`src/hw/dcache_consts.svh`:
```
`ifndef DCACHE_CONSTS_SVH
`define DCACHE_CONSTS_SVH

// line geometry
`define DC_LINE_BITS 256
`define DC_WORDS 8

// address split, tag + index + offset = 32
`define DC_TAG_BITS 22
`define DC_INDEX_BITS 5
`define DC_OFFSET_BITS 5

// number of lines held, one per index value
`define DC_LINES 32

`endif

```
`src/hw/dcache_ctrl_pkg.sv`:
```
`include "dcache_consts.svh"

package dcache_ctrl_pkg;

  // miss handling sequence
  typedef enum logic [2:0] {
    IDLE       = 3'd0,
    MISS       = 3'd1,
    WRITEBACK  = 3'd2,
    READMISS   = 3'd3,
    READMISSOK = 3'd4
  } dc_state_e;

  // one tag store entry, 24 bits wide
  typedef struct packed {
    logic                    valid;
    logic                    dirty;
    logic [`DC_TAG_BITS-1:0] tag;
  } dc_tag_entry_s;

endpackage

```
`src/hw/dcache_tag_sram.sv`:
```
`timescale 1ns/1ns
`include "dcache_consts.svh"

module dcache_tag_sram (
  input  logic                           clk_i,
  input  logic                           rst_i,
  input  logic [`DC_INDEX_BITS-1:0]      index_i,
  input  dcache_ctrl_pkg::dc_tag_entry_s entry_i,
  input  logic                           write_i,
  output dcache_ctrl_pkg::dc_tag_entry_s entry_o
);

  import dcache_ctrl_pkg::*;

  dc_tag_entry_s mem [`DC_LINES];

  // only the valid bits are cleared, tags and dirty bits are don't care
  // until a line is valid again
  always_ff @(posedge clk_i or negedge rst_i) begin
    if (!rst_i) begin
      for (int i = 0; i < `DC_LINES; i++) begin
        mem[i].valid <= 1'b0;
      end
    end else if (write_i) begin
      mem[index_i] <= entry_i;
    end
  end

  // read is combinational so the hit is known in the request cycle
  assign entry_o = mem[index_i];

endmodule

```
`config.mk`:
```
export PLATFORM = sky130hd
export DESIGN_NAME = dcache_tag_sram
export DESIGN_NICKNAME = d
export VERILOG_FILES = /design/src/hw/dcache_ctrl_pkg.sv /design/src/hw/dcache_tag_sram.sv
export VERILOG_INCLUDE_DIRS = /design/src /design/src/hw
export SDC_FILE = /design/constraint.sdc
export NUM_CORES = 1
export LEC_CHECK = 0
export BUFFER_PORTS_ARGS = -buffer_cell sky130_fd_sc_hd__buf_2
export CAP_MARGIN = 5
export CORE_MARGIN = 5
export CORE_UTILIZATION = 49
export DETAILED_ROUTE_END_ITERATION = 8
export PLACE_DENSITY = 0.7
export SYNTH_ARGS = -nofsm -noshare
export SYNTH_HDL_FRONTEND = slang
export SYNTH_SLANG_ARGS = --single-unit
```
`constraint.sdc`:
```
create_clock -name clk_i -period 4 [get_ports clk_i]
set_input_delay 1.2 -clock clk_i [delete_from_list [all_inputs] [get_ports clk_i]]
set_output_delay 1.2 -clock clk_i [all_outputs]
set_load 0.02 [all_outputs]
```
[Yosys cells after proc, flatten, opt, wreduce, memory -nomap -nowiden]
Index checks and enable logic that the tools add are counted.
Storage, ports and cells
  RAM bits: 0
  latch bits: 0
  input bits: 32
  register bits: 768
  bits in read-only memories: 0
  memories: 0
Operators by class
  add/subtract/negate cells: 0
  bitwise operators: 1
  shifts and indexed selects: 0
  magnitude comparators: 2
  reduce and logical (&&, ||, !) cells: 2
  eq/ne operators: 0
  mux-type cells: 6
  $mul: 0
  divide/modulo/power cells: 0
Operators by type and width (number)
  768-bit bitwise mux: 1
  24-bit binary-select mux with 5-bit select: 1
  24-bit demux with 5-bit select: 1
  24-bit 2-to-1 mux: 3
  6-bit greater-or-equal comparator, second input constant: 1
  6-bit by 1-bit less-than comparator with 1-bit output, second input constant: 1
  5-bit inverter with 6-bit output: 1
  2-bit AND reduction: 1
  1-bit logical AND: 1

[Logic depth before layout (Yosys ltp)]
Gate-level depths: netlist (run 1).
  word-level depth: 6
  depth in mapped cells: 7
  depth with buffers taken out: 4

[Least setup slack after synthesis (run 1)]
No wires, ideal clock.
  path type: input-to-output
  from: input index_i[0]
  to: output entry_o[11] (netlist name)
  arrival time: 2.547 ns
  buffers on the path: 2
  stages: 6
  required time: 2.800 ns
  setup slack: 0.253 ns
  cell sequence: buf_2 clkbuf_1 mux2i_1 o22ai_1 nor4_1 nand2_1
RTL lines
  from (decl): line dcache_tag_sram.sv:7  | input logic [`DC_INDEX_BITS-1:0] index_i,
  to (decl): line dcache_tag_sram.sv:10  | output dcache_ctrl_pkg::dc_tag_entry_s entry_o

==> results.cfg, run 1 <==
[hold_path]
hp-class = input port to asynchronous set/reset pin

[routing]
drc_errors = 0
routed_wirelength_um = 74800
dr.pass1.iters = 7
num_vias = 16553
wl_per_cell_um = 27.2
via_per_inst = 6.02
drtIter0Drc = 1754
ant_nets = 0

[yosys]
netlist_area_um2 = 29800
synthesis.nets = 1682
synth_cell_types = 30
synth_cells = 1650
synth_area_per_cell_um2 = 18.1
async_flop_share_pct = 4.17
synth-seq-cells = 768
synth-main-ff-cell = edfxtp_1
synth_edf_count = 736
ys_seq_area_share_pct = 76.9
ys_warn_count = 0

[clock_tree]
clock_latency_ns = 0.59
htree_levels = 3
clockBufferDepth = 3
cts_sinks = 768
path_clk_slew_ns = 0.06
numCtsBuffers = 70
cts_tree = yes
postCtsHoldBufs = 0
clockRootBuffer = clkbuf_16

[floorplan]
ios = 56
core_um2 = 60200
die_w_um = 257
die-area_um2 = 65800
start_util_pct = 49.5
chipHeight_um = 257
rows = 90

[power]
power_mw = 16.7
p_int_mw = 13.2
p_seq_share_pct = 53.6
p_switching_mw = 3.53
clockPowerShare_pct = 39.0
cellLeakagePower_nw = 13.2
p_per_area_nw_per_um2 = 447
combPwrFrac_pct = 7.4
ir_drop_uv = 647
switching_share_pct = 21.1

[placement]
dp_hpwl_um = 40900
gp_congestion = 0.817
portBuffers = 55

[sta]
fin_ws_ns = -0.0621
setup_viol = 9
finalSetupTns_ns = -0.227
slew_viol_final = 0
finalHoldViolCount = 0
period_minus_slack_ns = 4.06
relSlewSlack_pct = 41.7
rsz0062_at_grt = yes
skew_ns = 0
fmax_mhz = 246
worst_pin_slew_ns = 0.874
fin_crit_sh_pct = 102

[cells_and_area]
max_flop_register = mem
layout_commonest_cell = edfxtp_1
multi_input_area_um2 = 7700
drive_gt1_share_pct = 30.0
fill_cells = 4008
fin_util_pct = 62.1
largest_reg_flops = 768
area_delta_synth_final_pct = 25.5
reg_top3 = mem: 768 flops
fin_nets = 1945
seq_area_um2 = 22900
final_cell_mix = edfxtp_1 (736), mux2i_1 (358), o22ai_1 (138), buf_4 (133), clkbuf_16 (77)

[critical_path]
r2r_setup_slack_ns = 3.21
worstSetupPathType = input port to primary output
slowest_stage = nor4_2
required_ns = 2.80
critPathLaunch = index_i[0]
reg2reg_depth = 1
crit_chain = buf_16, buf_16, buf_4, clkbuf_16, mux2i_1, o22ai_1, nor4_2, buf_4, nand2_2, buf_6
cp-start-kind = input port
cp_slowest_stage_delay_ns = 0.32
cp-end-kind = primary output
arrival_ns = 2.86
r2r-end = mem[695]
worstPathMaxFanout = 7
timing.rr.start = mem[695]

[run_status]
violations = setup timing
status = complete, but fails checks

[global_route]
grt-ovfl-total = 0
grt_util_all_layers_pct = 21.4
grt_max_degree = 33
antenna_found_initial = 3
grt_pass1_wl_um = 106000
grt_pass1_vias = 16473

[flow_run]
drv_cap = 0
==> worst max-delay path by stage <==
stage                       end  slack, ns
floorplan           entry_o[11]       0.25
finish              entry_o[16]      -0.06
CTS                 entry_o[15]      -0.05
global route        entry_o[22]      -0.14
global placement    entry_o[15]      -0.49
detailed placement  entry_o[15]      -0.55
==> layout make-up <==
| type | count | area share, % |
|---|---|---|
| clock buffers | 87 | 5.00 |
| repair buffers | 294 | 9.60 |
| clock inverters | 36 | 0.924 |
| multi-input cells | 778 | 20.6 |
| inverters | 1 | 0.0100 |
| well taps | 782 | 2.62 |
| diodes | 2 | 0.0134 |
| flip-flops and latches | 768 | 61.2 |
==> timing repair <==
item / 4_1_cts / 5_1_grt
endpoints found under the setup margin: 24 / 23
gates resized for setup: 147 / 139
setup buffers: 21 / 24
hold endpoints to repair: 0 / 0
gates cloned: 8 / 6
pin swaps: 21 / 33
==> logic make-up (layout without fill, tap and decap cells) <==
logic type | after synthesis | count (layout) | share of synthesized area [%]
buffers and inverters | 105 | 418 | 1.88
AND/OR/NAND/NOR | 169 | 170 | 3.09
other | 0 | 2 | 0
multiplexers | 416 | 416 | 14.1
AO/OA/AOI/OAI | 192 | 192 | 4.05
flip-flops | 768 | 768 | 76.9
==> power groups by stage <==
stage	Clock, mW	Combinational [mW]	Sequential, mW
CTS	6.61	1.11	8.97
floorplan	0	0.508	9.13
detailed placement	0	0.972	9.14
global placement	0	0.949	9.13
global route	6.97	1.30	8.97
finish	6.53	1.23	8.97
==> worst max-delay path, delay by kind of cell <==
family	cells	cell delay, ns
compound gates	1	0.13
buf+inv	6	0.89
mux	1	0.23
simple gates	2	0.39
==> cells in the mapped netlist (5+ instances only) <==
cell         n  area share, %
buf_6        7           0.26
buf_2       69            1.2
nor2_1      65           0.82
nand4bb_1    6           0.23
mux2_1       8           0.30
o22ai_1    191            4.0
clkbuf_1    19           0.24
dfrtp_1     32            2.7
edfxtp_1   736             74
nand3b_1     5           0.13
nor4_1      48            1.0
buf_4        6           0.15
mux2i_1    384             13
mux2_2      24           0.91
nand2_1     25           0.31
==> layer usage <==
metal  track usage (%)  share of wire (%)  wire length, um
met1              29.1                 39            29500
met2              36.1                 50            37700
met3              3.48                7.8             5830
met4              6.52                2.4             1790
met5                 0              0.017               13
==> stage by stage <==
step	hold WS [ns]	instances	worst slack, ns	cell area (um2)
2_1_floorplan	0.457	1650	0.253	29800
3_3_place_gp	0.467	2566	-0.491	32900
3_5_place_dp	0.479	2566	-0.548	32900
4_1_cts	0.394	2717	-0.0486	36300
5_1_grt	0.413	2747	-0.141	37400
6_report	0.423	2748	-0.0621	37400
Power figures use the tool's default switching activity.
==> inputs of run 2 (changes only) <==
--- a/config.mk
+++ b/config.mk
@@ -11,6 +11,7 @@
 export CORE_MARGIN = 5
 export CORE_UTILIZATION = 49
 export DETAILED_ROUTE_END_ITERATION = 8
+export MAX_ROUTING_LAYER = met4
 export PLACE_DENSITY = 0.7
 export SYNTH_ARGS = -nofsm -noshare
 export SYNTH_HDL_FRONTEND = slang
==> run 2 against run 1 <==
Net effect: cell area down 0.28%; combinational power hardly changed; total power is essentially flat; sequential power is essentially flat; utilization is 0.17 points lower; non-clock buffer count is 7 lower; wire length increased by 0.10%; flip-flop and latch count did not move; worst setup slack worse by 0.0017 ns; maximum frequency hardly changed; critical path depth decreased by 2; the run still ends with setup timing left; sequential share of layout area up 0.17 points.
==> results.cfg, run 2 (synthesis gave the netlist of run 1 again) <==
[cells_and_area]
area_delta_synth_final_pct = 25.1
layout_commonest_cell = edfxtp_1
final_area_um2 = 37300
max_flop_register = mem
finalNonFillerCells = 2741
drive_gt1_share_pct = 29.7
fill_cells = 4025
fin_nets = 1938
fin_util_pct = 61.9
reg_top3 = mem: 768 flops
final_cell_mix = edfxtp_1 (736), mux2i_1 (361), o22ai_1 (136), buf_4 (130), clkbuf_16 (80)
largest_reg_flops = 768

[sta]
fin_crit_sh_pct = 102
finalSetupTns_ns = -0.232
setup_viol = 5
fmax_mhz = 246
period_minus_slack_ns = 4.06
fin_ws_ns = -0.0638
skew_ns = 0
finalHoldViolCount = 0
rsz0062_at_grt = yes
slew_viol_final = 0
worst_pin_slew_ns = 0.853
fin_hold_ws_ns = 0.422
relSlewSlack_pct = 43.1

[critical_path]
required_ns = 2.80
cp_common_cell = buf_4
path_delay_family = buffers and inverters
arrival_ns = 2.86
slowest_stage = nor4_2
cp-end-kind = primary output
crit_chain = buf_16, buf_4, buf_4, mux2i_1, o22ai_2, nor4_2, nand2_1, buf_4
worstPathMaxFanout = 10
timing.rr.start = mem[695]
critPathLaunch = index_i[0]
cp-start-kind = input port
worstSetupPathType = input port to primary output
path_buf_inv = 4
cp_slowest_stage_delay_ns = 0.39

[clock_tree]
clock_latency_ns = 0.59
cts_tree = yes
htree_levels = 3
cts_sinks = 768
clockRootBuffer = clkbuf_16
clockBufferDepth = 3
postCtsHoldBufs = 0
path_clk_slew_ns = 0.06
numCtsBuffers = 70

[floorplan]
chipHeight_um = 257
die-area_um2 = 65800
rows = 90
core_um2 = 60200
start_util_pct = 49.5
die_w_um = 257
ios = 56

[placement]
dp_slack_ns = -0.548
dp_hpwl_um = 40900
gp_congestion = 0.829
place_area_um2 = 32900
numPlacedInstances = 2566
portBuffers = 55

[routing]
wl_per_cell_um = 27.3
dr.pass1.iters = 5
routed_wirelength_um = 74900
drc_errors = 0
num_vias = 16497
ant_nets = 0
drtIter0Drc = 1792
via_per_inst = 6.02

[power]
power_mw = 16.7
clockPowerShare_pct = 39.1
cellLeakagePower_nw = 13.2
p_switching_mw = 3.53
p_per_area_nw_per_um2 = 449
p_int_mw = 13.2
p_seq_share_pct = 53.6
combPwrFrac_pct = 7.3
switching_share_pct = 21.1
ir_drop_uv = 646

[hold_path]
hp-class = input port to asynchronous set/reset pin

[global_route]
grt_util_all_layers_pct = 22.1
grt-ovfl-total = 0
antenna_found_initial = 3
grt_max_degree = 33
grt_pass1_wl_um = 106000
grt_pass1_vias = 16462

[run_status]
status = complete, but fails checks
violations = setup timing

[flow_run]
drv_cap = 0
run 2: cell types whose count changed in the layout (fill, tap and decap cells not counted), sizes merged:
cell	delta
clkbuf	+3
buf	-10
run 2: path summary, 6_finish.rpt:
path / endpoint / cells past startpoint / slack (ns)
max in group asynchronous: mem[359] / 2 / 3.00
setup / recovery: entry_o[18] / 8 / -0.06
hold / removal: mem[695] / 1 / 0.42
min in group clk_i: mem[743] / 1 / 0.48
hold reg to reg: mem[743] / 1 / 0.48
setup reg to reg: mem[695] / 1 / 3.20
run 2: routing by layer:
| metal | part of all wire [%] | up-vias | routed length (um) | global-route usage (%) |
|---|---|---|---|---|
| met5 | 0 | - | 0 | - |
| met1 | 40 | 8504 | 29600 | 29.2 |
| met2 | 50 | 697 | 37700 | 36.1 |
| met3 | 7.6 | 130 | 5730 | 3.31 |
| met4 | 2.4 | 0 | 1830 | 6.52 |
| li1 | - | 7166 | - | - |
run 2: what timing repair did:
item	CTS	global route
resized for setup	147	124
pin swaps	21	39
setup buffers	21	16
gates cloned	8	8
setup endpoints to repair	24	23
hold endpoints to repair	0	0
run 2: cell type report:
| cell class | instances | area, um2 | share of cell area [%] |
|---|---|---|---|
| tap | 782 | 978 | 2.62 |
| inverter | 1 | 3.75 | 0.0101 |
| sequential | 768 | 22900 | 61.4 |
| antenna | 2 | 5.00 | 0.0134 |
| clock buffer | 87 | 1870 | 5.01 |
| clock inverter | 36 | 345 | 0.926 |
| multi-input combinational | 778 | 7640 | 20.5 |
| timing repair buffer | 287 | 3540 | 9.49 |
run 2: power groups by stage:
stage	clock, mW	combinational, mW	sequential, mW
after global routing	6.96	1.29	8.97
after CTS	6.61	1.11	8.97
after floorplan	0	0.508	9.13
after global placement	0	0.949	9.13
after detailed placement	0	0.972	9.14
final	6.53	1.22	8.97
