==> config.mk <==
export PLATFORM = sky130hd
export DESIGN_NAME = dcache_controller
export DESIGN_NICKNAME = d
export VERILOG_FILES = /design/src/hw/dcache_ctrl_pkg.sv /design/src/hw/dcache_controller.sv
export VERILOG_INCLUDE_DIRS = /design/src /design/src/hw
export SDC_FILE = /design/constraint.sdc
export NUM_CORES = 1
export LEC_CHECK = 0
export BUFFER_PORTS_ARGS = -buffer_cell sky130_fd_sc_hd__buf_2
export CORE_AREA = 2 2 39 41
export DETAILED_ROUTE_END_ITERATION = 16
export DIE_AREA = 0 0 41 43
export PLACE_DENSITY = 0.47
export SYNTH_ARGS = -nofsm -noshare
export SYNTH_HDL_FRONTEND = slang
export SYNTH_SLANG_ARGS = --single-unit
==> constraint.sdc <==
create_clock -name clk_i -period 1.4 [get_ports clk_i]
set_clock_uncertainty 0.15 [all_clocks]
set_input_delay 0.14 -clock clk_i [delete_from_list [all_inputs] [get_ports clk_i]]
set_output_delay 0.14 -clock clk_i [all_outputs]
set_load 0.1 [all_outputs]
==> src/hw/dcache_consts.svh <==
`ifndef DCACHE_CONSTS_SVH
`define DCACHE_CONSTS_SVH

// line geometry
`define DC_LINE_BITS 256
`define DC_WORDS 8

// address split, tag + index + offset = 32
`define DC_TAG_BITS 22
`define DC_INDEX_BITS 5
`define DC_OFFSET_BITS 5

// number of lines held, one per index value
`define DC_LINES 32

`endif

==> src/hw/dcache_ctrl_pkg.sv <==
`include "dcache_consts.svh"

package dcache_ctrl_pkg;

  // miss handling sequence
  typedef enum logic [2:0] {
    IDLE       = 3'd0,
    MISS       = 3'd1,
    WRITEBACK  = 3'd2,
    READMISS   = 3'd3,
    READMISSOK = 3'd4
  } dc_state_e;

  // one tag store entry, 24 bits wide
  typedef struct packed {
    logic                    valid;
    logic                    dirty;
    logic [`DC_TAG_BITS-1:0] tag;
  } dc_tag_entry_s;

endpackage

==> src/hw/dcache_controller.sv <==
`timescale 1ns/1ns

module dcache_controller (
  input  logic clk_i,
  input  logic rst_i,
  input  logic req_i,
  input  logic hit_i,
  input  logic dirty_i,
  input  logic mem_ack_i,
  output logic stall_o,
  output logic mem_enable_o,
  output logic mem_write_o,
  output logic write_back_o,
  output logic refill_o
);

  import dcache_ctrl_pkg::*;

  dc_state_e state;
  dc_state_e state_next;
  logic      mem_enable;
  logic      mem_write;

  // next state
  always_comb begin
    state_next = state;
    case (state)
      IDLE: begin
        // wait for a request that misses
        if (req_i && !hit_i) begin
          state_next = MISS;
        end
      end
      MISS: begin
        // dirty victim goes out before the refill
        if (dirty_i) begin
          state_next = WRITEBACK;
        end else begin
          state_next = READMISS;
        end
      end
      WRITEBACK: begin
        if (mem_ack_i) begin
          state_next = READMISS;
        end
      end
      READMISS: begin
        if (mem_ack_i) begin
          state_next = READMISSOK;
        end
      end
      READMISSOK: begin
        state_next = IDLE;
      end
      default: begin
        state_next = IDLE;
      end
    endcase
  end

  always_ff @(posedge clk_i or negedge rst_i) begin
    if (!rst_i) begin
      state <= IDLE;
    end else begin
      state <= state_next;
    end
  end

  // memory strobes are registered so they stay steady for a whole transfer
  always_ff @(posedge clk_i or negedge rst_i) begin
    if (!rst_i) begin
      mem_enable <= 1'b0;
      mem_write  <= 1'b0;
    end else begin
      case (state)
        MISS: begin
          mem_enable <= 1'b1;
          mem_write  <= dirty_i;
        end
        WRITEBACK: begin
          // enable stays high, the read of the new line follows directly
          if (mem_ack_i) begin
            mem_write <= 1'b0;
          end
        end
        READMISS: begin
          if (mem_ack_i) begin
            mem_enable <= 1'b0;
            mem_write  <= 1'b0;
          end
        end
        default: begin
          mem_enable <= 1'b0;
          mem_write  <= 1'b0;
        end
      endcase
    end
  end

  assign mem_enable_o = mem_enable;
  assign mem_write_o  = mem_write;

  // victim tag drives the memory address only while writing back
  assign write_back_o = (state == WRITEBACK);

  // refill lands on the ack edge, while mem_data_i is still valid
  assign refill_o = (state == READMISS) && mem_ack_i;

  // hold the core until the sequence is back in IDLE and the access hits
  assign stall_o = req_i && (!hit_i || (state != IDLE));

endmodule

---- After elaboration in Yosys (flattened, before gate mapping) ----
Cells that the tools add are included.
storage, ports and cells
  bits in registers ....................... 5
  input port bits ......................... 6
cells by class
  eq/ne operators ......................... 7
  multiplexer cells ....................... 8
  bitwise operators ....................... 1
  reductions and logical operators ........ 10
operator list
  operator                                        count
  one-hot mux 3 bit (4 select lines)              1
  2-to-1 mux 3 bit                                3
  == test 3 x 2 -> 1 bit (second input constant)  2
  != test 2 bit (second input constant)           3
  == test 3 x 1 -> 1 bit (second input constant)  1
  logical AND 1 bit                               3
  zero test 3 bit                                 1
  one-hot mux 1 bit (3 select lines)              1
  AND reduction 3 bit                             1
  nonzero test 3 bit                              1
  2-to-1 mux 1 bit                                2
  != test 2 x 1 -> 1 bit (second input constant)  1
  one-hot mux 1 bit (2 select lines)              1
  AND reduction 2 bit                             1
  OR reduction 2 bit                              1
  zero test 1 bit                                 1
  logical OR 1 bit                                1
  inverter 1 bit                                  1

---- Longest topological paths before layout ----
Gate-level depths: netlist (run 1).
  word-level depth ........................ 4
  gate-level depth with buffers ........... 3
  depth with buffers taken out ............ 2

---- Worst setup path after synthesis (run 1) ----
OpenSTA, ideal clock, no wires.
  kind .................................... register to output
  from .................................... register state[0]
  to ...................................... output write_back_o
  arrival time ............................ 2.741 ns
  path slack .............................. -1.631 ns
  cell stages (with the launch flop) ...... 3
  path buffers ............................ 1
  cell sequence ........................... dfrtp_1 -> clkbuf_1 -> nor3b_1
on the way
  word-level cells in the longest chain between the ends .. 1
ends and longest elaborated chain
  item                      RTL line                  text
  start: declaration        dcache_controller.sv:19   dc_state_e state;
  start signal: assignment  dcache_controller.sv:65   state <= state_next;
  == test 3 x 2 -> 1 bit    dcache_controller.sv:104  assign write_back_o = (state == WRITEBACK);
  end: declaration          dcache_controller.sv:13   output logic write_back_o,
No other way between the ends.

---- Final worst setup path (run 1) ----
  from .................................... register state[1]
  to ...................................... output stall_o
on the way
  word-level cells in the longest chain between the ends .. 3
ends and longest elaborated chain
  item                RTL line                  text
  nonzero test 3 bit  dcache_controller.sv:110  assign stall_o = req_i && (!hit_i || (state != IDLE));
  logical OR 1 bit    dcache_controller.sv:110
  logical AND 1 bit   dcache_controller.sv:110
  end: declaration    dcache_controller.sv:10   output logic stall_o,
No other way between the ends.

==> impl_metrics.csv, run 1 <==
group,metric,value,unit
status,outcome,"finished, violations left",
status,violations,"setup timing",
drt,drc,0,
clocking,htree_levels,1,
sta,period_needed,1560,ps
sta,maxSlewHeadroom,0.680,
hold_path,hp-start,"dirty_i",
floorplan,io_pins,11,
synth,synth_xor_area_frac,0,
placement,dp_cells,51,
drt,avgRoutedWirePerCell,10.9,µm
global_route,grt_pass1_wl,1.08,mm
drt,drtPass1Iterations,1,
sta,fin_crit_sh,1.12,
clocking,post_cts_buffers,0,
placement,io_buffers,10,
synth,syn_inst,24,
synth,syn-num-nets,30,
placement,gp_congestion,0.802,
worst_setup_path,cp_data_required_time,1110,ps
worst_setup_path,cp-startpoint,"state[1]$_DFFE_PN0P_",
sta,timing.fmax,0.639,GHz
clocking,cts_tree,"done",
drt,wl,611,µm
worst_setup_path,crit_slowest_cell,"o41a_2",
layout,nets,47,
synth,yosys.area_share.adder,0,
global_route,grt_pass1_vias,252,
drt,drt-initial-drc-count,0,
flow_run,cap_viol_max_count,0,
worst_setup_path,worstPathArrival,1270,ps
worst_setup_path,crit_buf_inv,1,
clocking,cts_buffer_depth,2,
layout,drive_gt1_frac,0.600,
sta,rsz0062_at_grt,"true",
synth,synth_warnings,0,
sta,drv_slew,0,
layout,final_cells,56,
floorplan,die_w,41,µm
layout,diodes,0,
layout,syn_to_final_growth,74.4,%
worst_setup_path,critPathMaxStageDelay,470,ps
worst_setup_path,crit_family,"compound AO/OA/AOI/OAI gates",
synth,synth-seq-cells,5,
floorplan,rows,14,
hold_path,hold_class,"in2reg",
synth,synth_area,264,µm²
floorplan,core,1380,µm²
sta,timing.hold.ws,33.2,ps
sta,hold_viol_final,0,
drt,vias,242,
sta,setup_viol,3,
synth,synth_top_family_by_area,"compound AO/OA/AOI/OAI gates",
placement,dp_hpwl,495,µm
synth,synth-simple-area-share,0.190,
synth,synth.area.mux_share,0.0427,
floorplan,die_y,43,µm
sta,setup_ws,-164,ps
global_route,antenna_found_initial,0,
synth,synth-seq-area-share,0.474,
synth,avgSynthCellArea,11.0,µm²
drt,via_per_inst,4.32,
worst_setup_path,r2r-start,"state[1]$_DFFE_PN0P_",
clocking,cts.clk_slew.worst_paths,40,ps
clocking,insertion_delay,230,ps
global_route,grt-ovfl-total,0,
synth,yosysUniqueCellTypes,16,
clocking,cts_buffers,3,
worst_setup_path,startpoint_type,"register",
drt,ant_nets,0,
sta,worst_pin_slew,483,ps
worst_setup_path,crit_chain,"o41a_2 -> buf_12",
global_route,grt_use_total,0.0961,
synth,synth-compound-area-share,0.223,
clocking,cts-root-buf,"clkbuf_4",
floorplan,die-area,1760,µm²
worst_setup_path,end_kind,"output pin",
layout,fin_util,0.333,
worst_setup_path,crit_type,"reg2out",
global_route,grt_max_degree,9,
worst_setup_path,worstPathMaxFanout,3,
floorplan,start_util,0.191,
clocking,cts.sinks,5,
[worst reg2reg max path: stages, from the launching register on]
cell      delay, ps
dfrtp_1         380
buf_6           150
mux2_2          340
a221oi_2        220
[flip-flops by register name, summed over array words and instances, names as in the netlist]
signal and count:
mem_write_o 1, mem_enable_o 1, state 3
[layout make-up]
| class | instances | area, µm² |
|---|---|---|
| multi-input cells | 16 | 153 |
| repair buffers | 14 | 131 |
| flip-flops and latches | 5 | 126 |
| fillers | 155 | 923 |
| clock buffers | 4 | 26.3 |
| inverters | 1 | 3.75 |
| well taps | 16 | 20.0 |
[Yosys cell counts]
cell | number | share of area
a21bo_2 | 1 | 0.038
a21oi_1 | 3 | 0.057
a221oi_2 | 1 | 0.057
buf_6 | 1 | 0.043
clkbuf_1 | 1 | 0.014
dfrtp_1 | 5 | 0.47
inv_1 | 1 | 0.014
mux2_2 | 1 | 0.043
nand3_1 | 1 | 0.019
nand3b_1 | 2 | 0.057
nor2_1 | 2 | 0.028
nor2b_1 | 1 | 0.024
nor3b_1 | 1 | 0.028
o21bai_1 | 1 | 0.028
o41a_1 | 1 | 0.043
or3b_1 | 1 | 0.033
[timing repair]
action / CTS / global route
gates resized for setup: 7 / 0
hold buffers: 1 / 0
pin swaps: 3 / 1
hold endpoints to repair: 5 / 0
setup endpoints to repair: 3 / 3
[cells by family (layout without fill, tap and decap cells)]
family,Yosys count,after routing
AND/OR/NAND/NOR,8,8
buffers and inverters,3,19
multiplexers,1,1
flip-flops,5,5
AO/OA/AOI/OAI,7,7
[placed cells by master, fill, tap and decap left out, drive strengths merged]
| master | synthesis | final |
|---|---|---|
| a21bo | 1 | 1 |
| a21oi | 3 | 3 |
| a221oi | 1 | 1 |
| buf | 1 | 13 |
| clkbuf | 1 | 4 |
| dfrtp | 5 | 5 |
| dlygate4sd3 | 0 | 1 |
| inv | 1 | 1 |
| mux2 | 1 | 1 |
| nand3 | 1 | 1 |
| nand3b | 2 | 2 |
| nor2 | 2 | 2 |
| nor2b | 1 | 1 |
| nor3b | 1 | 1 |
| o21bai | 1 | 1 |
| o41a | 1 | 1 |
| or3b | 1 | 1 |
[metal layers]
metal / global-route usage / wire length [µm] / vias up / share of wire
li1: - / - / 121 / -
met1: 0.102 / 227 / 116 / 0.37
met2: 0.144 / 364 / 5 / 0.60
met3: 0.0471 / 19 / 0 / 0.031
met4: 0.0600 / 0 / 0 / 0
met5: 0 / 0 / - / 0
[metrics by stage]
| stage | instance area [µm²] | TNS [ps] | setup WS (ps) |
|---|---|---|---|
| 2_1_floorplan | 295 | -348 | -239 |
| 3_3_place_gp | 393 | -3.60 | -3.60 |
| 3_5_place_dp | 393 | -8.33 | -8.33 |
| 4_1_cts | 460 | -360 | -179 |
| 5_1_grt | 460 | -505 | -211 |
| 6_report | 460 | -309 | -164 |
[worst paths after layout]
kind / end / slack (ps) / depth (start not counted)
min reg2reg: mem_write_o$_DFFE_PN0P_ / 390 / 2
min: mem_write_o$_DFFE_PN0P_ / 30 / 3
max reg2reg: state[0]$_DFFE_PN0P_ / 60 / 3
max: stall_o / -160 / 2
max in group asynchronous: mem_enable_o$_DFFE_PN0P_ / 850 / 2
min in group asynchronous: mem_write_o$_DFFE_PN0P_ / 100 / 2
Power of run 1 is left out: the tool's default activity adds up to more than one toggle a clock period on the data nets, which glitch-free logic cannot reach.
==> inputs of run 2 (changes only) <==
Settings changed: PLACE_DENSITY 0.47 to 0.46.
Clock period 1.4 ns to 1.9 ns, I/O delays scaled along.
==> impl_metrics.csv, run 2 (synthesis gave the netlist of run 1 again) <==
group,metric,value,unit
drt,drc,0,
layout,final_cells,53,
layout,drive_gt1_frac,0.486,
global_route,grt_max_degree,11,
layout,layout_commonest_cell,"buf_2",
sta,setup_viol,0,
worst_setup_path,critPathMaxStageDelay,470,ps
sta,drv_slew,0,
drt,vias,228,
sta,timing.fmax,0.562,GHz
sta,maxSlewHeadroom,0.677,
clocking,htree_levels,1,
layout,seq_area,125,µm²
clocking,cts_buffers,3,
worst_setup_path,cp_data_required_time,1560,ps
floorplan,die-area,1760,µm²
clocking,cts_tree,"done",
sta,fin_crit_sh,0.936,
drt,avgRoutedWirePerCell,10.7,µm
global_route,grt_use_total,0.0828,
layout,fillers,161,
clocking,cts.sinks,5,
layout,largest_register,"state",
global_route,grt_pass1_vias,227,
placement,dp_cells,48,
placement,dp_hpwl,411,µm
worst_setup_path,rr_worst_depth,2,
placement,io_buffers,10,
worst_setup_path,startpoint_type,"register",
worst_setup_path,worstPathMaxFanout,8,
clocking,cts_buffer_depth,2,
drt,drt-initial-drc-count,3,
drt,ant_nets,0,
drt,via_per_inst,4.30,
drt,wl,567,µm
floorplan,io_pins,11,
flow_run,cap_viol_max_count,0,
global_route,grt-ovfl-total,0,
global_route,grt_pass1_wl,903,µm
clocking,insertion_delay,240,ps
sta,worst_pin_slew,487,ps
layout,diodes,0,
layout,nets,44,
worst_setup_path,crit_chain,"o41a_1 -> buf_2",
sta,rsz0062_at_grt,"false",
layout,syn_to_final_growth,38.4,%
placement,gp_congestion,0.737,
layout,largest_reg_flops,3,
sta,period_needed,1780,ps
sta,hold_viol_final,0,
drt,drtPass1Iterations,2,
layout,layout_common_cells,"9 x buf_2, 5 x dfrtp_1, 4 x clkbuf_4",
layout,multi_input_area,128,µm²
global_route,antenna_found_initial,0,
status,outcome,"finished clean",
worst_setup_path,crit_slowest_cell,"dfrtp_1",
worst_setup_path,end_kind,"output pin",
floorplan,die_y,43,µm
floorplan,die_w,41,µm
floorplan,start_util,0.191,
floorplan,core,1380,µm²
worst_setup_path,worstPathArrival,1440,ps
clocking,cts-root-buf,"clkbuf_4",
floorplan,rows,14,
hold_path,holdPathStages,3,
clocking,cts.clk_slew.worst_paths,40,ps
worst_setup_path,crit_type,"reg2out",
hold_path,hold_class,"in2reg",
-- run 2: critical path, delay by kind of cell, from the launching register on --
kind,cells,cell delay (ps)
flip-flops,1,470
AO/OA/AOI/OAI,1,430
buffers and inverters,1,290
-- run 2: final cells by class --
| cell class | instances | share of cell area |
|---|---|---|
| Clock buffer | 4 | 0.0719 |
| Inverter | 1 | 0.0103 |
| Multi-Input combinational cell | 16 | 0.349 |
| Sequential cell | 5 | 0.342 |
| Tap cell | 16 | 0.0548 |
| Timing Repair Buffer | 11 | 0.171 |
-- run 2: timing repair --
| item | 4_1_cts | 5_1_grt |
|---|---|---|
| resized for setup | 0 | 1 |
| endpoints found under the setup margin | 0 | 1 |
| hold endpoints to repair | 5 | 0 |
| hold buffers | 1 | 0 |
| setup buffers | 0 | 0 |
-- run 2: metrics by stage --
| stage | util | hold WS (ps) | setup slack [ps] | instance area [µm²] | TNS, ps |
|---|---|---|---|---|---|
| detailed placement | 0.236 | -141 | 366 | 327 | 0 |
| global placement | 0.236 | -142 | 381 | 327 | 0 |
| floorplan | - | -256 | -185 | 272 | -185 |
| global route | 0.264 | 94.7 | 55.4 | 365 | 0 |
| finish | 0.264 | 75.1 | 122 | 365 | 0 |
| CTS | 0.262 | 68.9 | 88.1 | 363 | 0 |
-- run 2: worst paths after layout --
path                                    startpoint                  endpoint  slack, ps
setup / recovery              state[0]$_DFFE_PN0P_                   stall_o        120
hold reg to reg            mem_write_o$_DFFE_PN0P_   mem_write_o$_DFFE_PN0P_        390
setup reg to reg              state[1]$_DFFE_PN0P_      state[0]$_DFFE_PN0P_        510
max in group asynchronous                    rst_i  mem_enable_o$_DFFE_PN0P_       1320
hold / removal                             dirty_i   mem_write_o$_DFFE_PN0P_         80
min in group asynchronous                    rst_i   mem_write_o$_DFFE_PN0P_        140
-- run 2: per-layer routing --
metal / wire length [µm] / up-vias / global-route usage
li1: - / 111 / -
met1: 228 / 108 / 0.0852
met2: 277 / 9 / 0.119
met3: 60 / 0 / 0.0785
met4: 0 / 0 / 0.0200
met5: 0 / - / 0
Power of run 2 is left out for the same reason.
==> inputs of run 3 (changes only) <==
Settings changed: ABC_AREA set to 1.
==> impl_metrics.csv, run 3 <==
group,metric,value,unit
status,outcome,"finished clean",
clocking,cts_buffers,3,
synth,yosys.area_share.adder,0,
worst_setup_path,startpoint_type,"register",
synth,synthDominantCellAreaShare,0.476,
global_route,grt_max_degree,7,
synth,syn_inst,32,
synth,synth_xor_area_frac,0,
sta,setup_viol,0,
sta,drv_slew,0,
placement,gp_congestion,0.671,
layout,syn_to_final_growth,47.6,%
drt,dr_wl_met2,264,µm
drt,drtPass1Iterations,3,
synth,yosysUniqueCellTypes,13,
floorplan,die-area,1760,µm²
worst_setup_path,crit_slowest_cell,"dfrtp_1",
synth,synth-seq-cells,5,
synth,synth-simple-area-share,0.390,
floorplan,die_w,41,µm
drt,drc,0,
clocking,cts-root-buf,"clkbuf_4",
worst_setup_path,crit_family,"flip-flops",
floorplan,start_util,0.190,
worst_setup_path,crit_buf_inv,1,
floorplan,core,1380,µm²
layout,layout_common_cells,"9 x buf_2, 6 x nand2_1, 5 x dfrtp_1",
synth,synth_edf_count,0,
sta,period_needed,1800,ps
synth,synth-compound-area-share,0.0476,
global_route,grt_use_total,0.0826,
clocking,cts.sinks,5,
worst_setup_path,worstPathArrival,1460,ps
clocking,post_cts_buffers,0,
synth,synth_top_family_by_area,"simple AND/OR/NAND/NOR gates",
layout,largest_register,"state",
floorplan,io_pins,11,
synth,synth.area.mux_share,0,
sta,maxSlewHeadroom,0.675,
floorplan,rows,14,
sta,tns,0,ps
worst_setup_path,crit_chain,"nor2_2 -> nand3_1 -> and2_1 -> buf_2",
synth,async_reset_ff_frac,1.00,
hold_path,holdPathStages,3,
sta,worst_pin_slew,490,ps
layout,drive_gt1_frac,0.468,
sta,timing.fmax,0.555,GHz
flow_run,cap_viol_max_count,0,
synth,yosys-top-cells-count,"6 x nand2_1, 5 x dfrtp_1, 4 x inv_1, 4 x nand3_1",
drt,top_layer,"met3",
drt,wl,557,µm
synth,yosysMostFrequentCell,"nand2_1",
floorplan,die_y,43,µm
global_route,grt_pass1_wl,917,µm
synth,syn-num-nets,38,
hold_path,min_to,"mem_write_o$_DFFE_PN0P_",
sta,rsz0062_at_grt,"false",
layout,largest_reg_flops,3,
drt,avgRoutedWirePerCell,8.84,µm
global_route,grt-ovfl-total,0,
layout,fillers,154,
clocking,htree_levels,1,
drt,ant_nets,0,
synth,synth_warnings,0,
synth,synth.area.top_cells,"dfrtp_1 48%, nand2_1 8.6%, nand3_1 7.6%",
sta,hold_viol_final,0,
global_route,antenna_found_initial,0,
clocking,insertion_delay,250,ps
worst_setup_path,rr_worst_depth,4,
synth,synth_largest_area_cell,"dfrtp_1",
worst_setup_path,worstPathMaxFanout,5,
hold_path,hold_class,"in2reg",
clocking,cts.clk_slew.worst_paths,50,ps
worst_setup_path,cp-startpoint,"state[2]$_DFFE_PN0P_",
synth,ys.flop_type,"dfrtp_1",
hold_path,hp-start,"dirty_i",
global_route,grt_pass1_vias,231,
worst_setup_path,r2r-start,"state[2]$_DFFE_PN0P_",
drt,drt-initial-drc-count,3,
clocking,cts_tree,"done",
worst_setup_path,cp_data_required_time,1560,ps
synth,synth_area,263,µm²
worst_setup_path,reg2reg_setup_slack,720,ps
worst_setup_path,timing.rr.end,"state[0]$_DFFE_PN0P_",
clocking,cts_buffer_depth,2,
layout,diodes,0,
drt,detail_route.wirelength.met1,259,µm
worst_setup_path,end_kind,"output pin",
layout,layout_commonest_cell,"buf_2",
worst_setup_path,critPathMaxStageDelay,470,ps
drt,via_per_inst,3.94,
layout,nets,54,
drt,wl_met3,33,µm
drt,vias,248,
placement,io_buffers,10,
sta,fin_crit_sh,0.949,
synth,avgSynthCellArea,8.21,µm²
synth,synth-seq-area-share,0.476,
worst_setup_path,crit_type,"reg2out",
run 3: repair_timing:
action | 4_1_cts | 5_1_grt
hold buffers | 1 | 0
hold endpoints to repair | 5 | 0
endpoints found under the setup margin | 0 | 1
resized for setup | 0 | 1
run 3: cell type report:
type	instances	area (µm²)	area share
clock buffers	3	22.5	0.0581
clock inverters	1	5.00	0.0129
inverters	6	22.5	0.0581
multi-input cells	21	130	0.335
flip-flops and latches	5	125	0.323
well taps	16	20.0	0.0516
repair buffers	11	62.6	0.161
run 3: worst max path at each step:
| stage | end | cells past startpoint |
|---|---|---|
| 6_report | stall_o | 4 |
| 5_1_grt | stall_o | 4 |
| 4_1_cts | write_back_o | 4 |
| 3_5_place_dp | write_back_o | 4 |
| 3_3_place_gp | write_back_o | 4 |
| 2_1_floorplan | refill_o | 1 |
run 3: cells by family (layout without fill, tap and decap cells):
logic type / after synthesis / after routing
compound gates: 2 / 2
buf+inv: 6 / 21
simple gates: 19 / 19
flops: 5 / 5
run 3: stage by stage:
stage	hold slack, ps	utilization	setup slack (ps)	cell area, µm²	instances
finish	72.0	0.280	97.6	388	63
global route	72.2	0.280	21.5	388	63
CTS	70.9	0.278	21.1	385	63
detailed placement	-138	0.251	309	348	58
global placement	-140	0.251	309	348	58
floorplan	-256	-	9.51	278	32
run 3: layer usage:
layer / vias to the layer above / GRT usage
met5: - / 0
met4: 0 / 0.0600
met3: 0 / 0.0471
met2: 6 / 0.103
met1: 110 / 0.101
li1: 132 / -
run 3: worst register-to-register path, cell delays in order, from the launching register on:
cell	delay, ps
dfrtp_1	450
nor2_2	240
nand2_2	90
nand3_2	80
nand2_2	40
Power of run 3 is left out for the same reason.
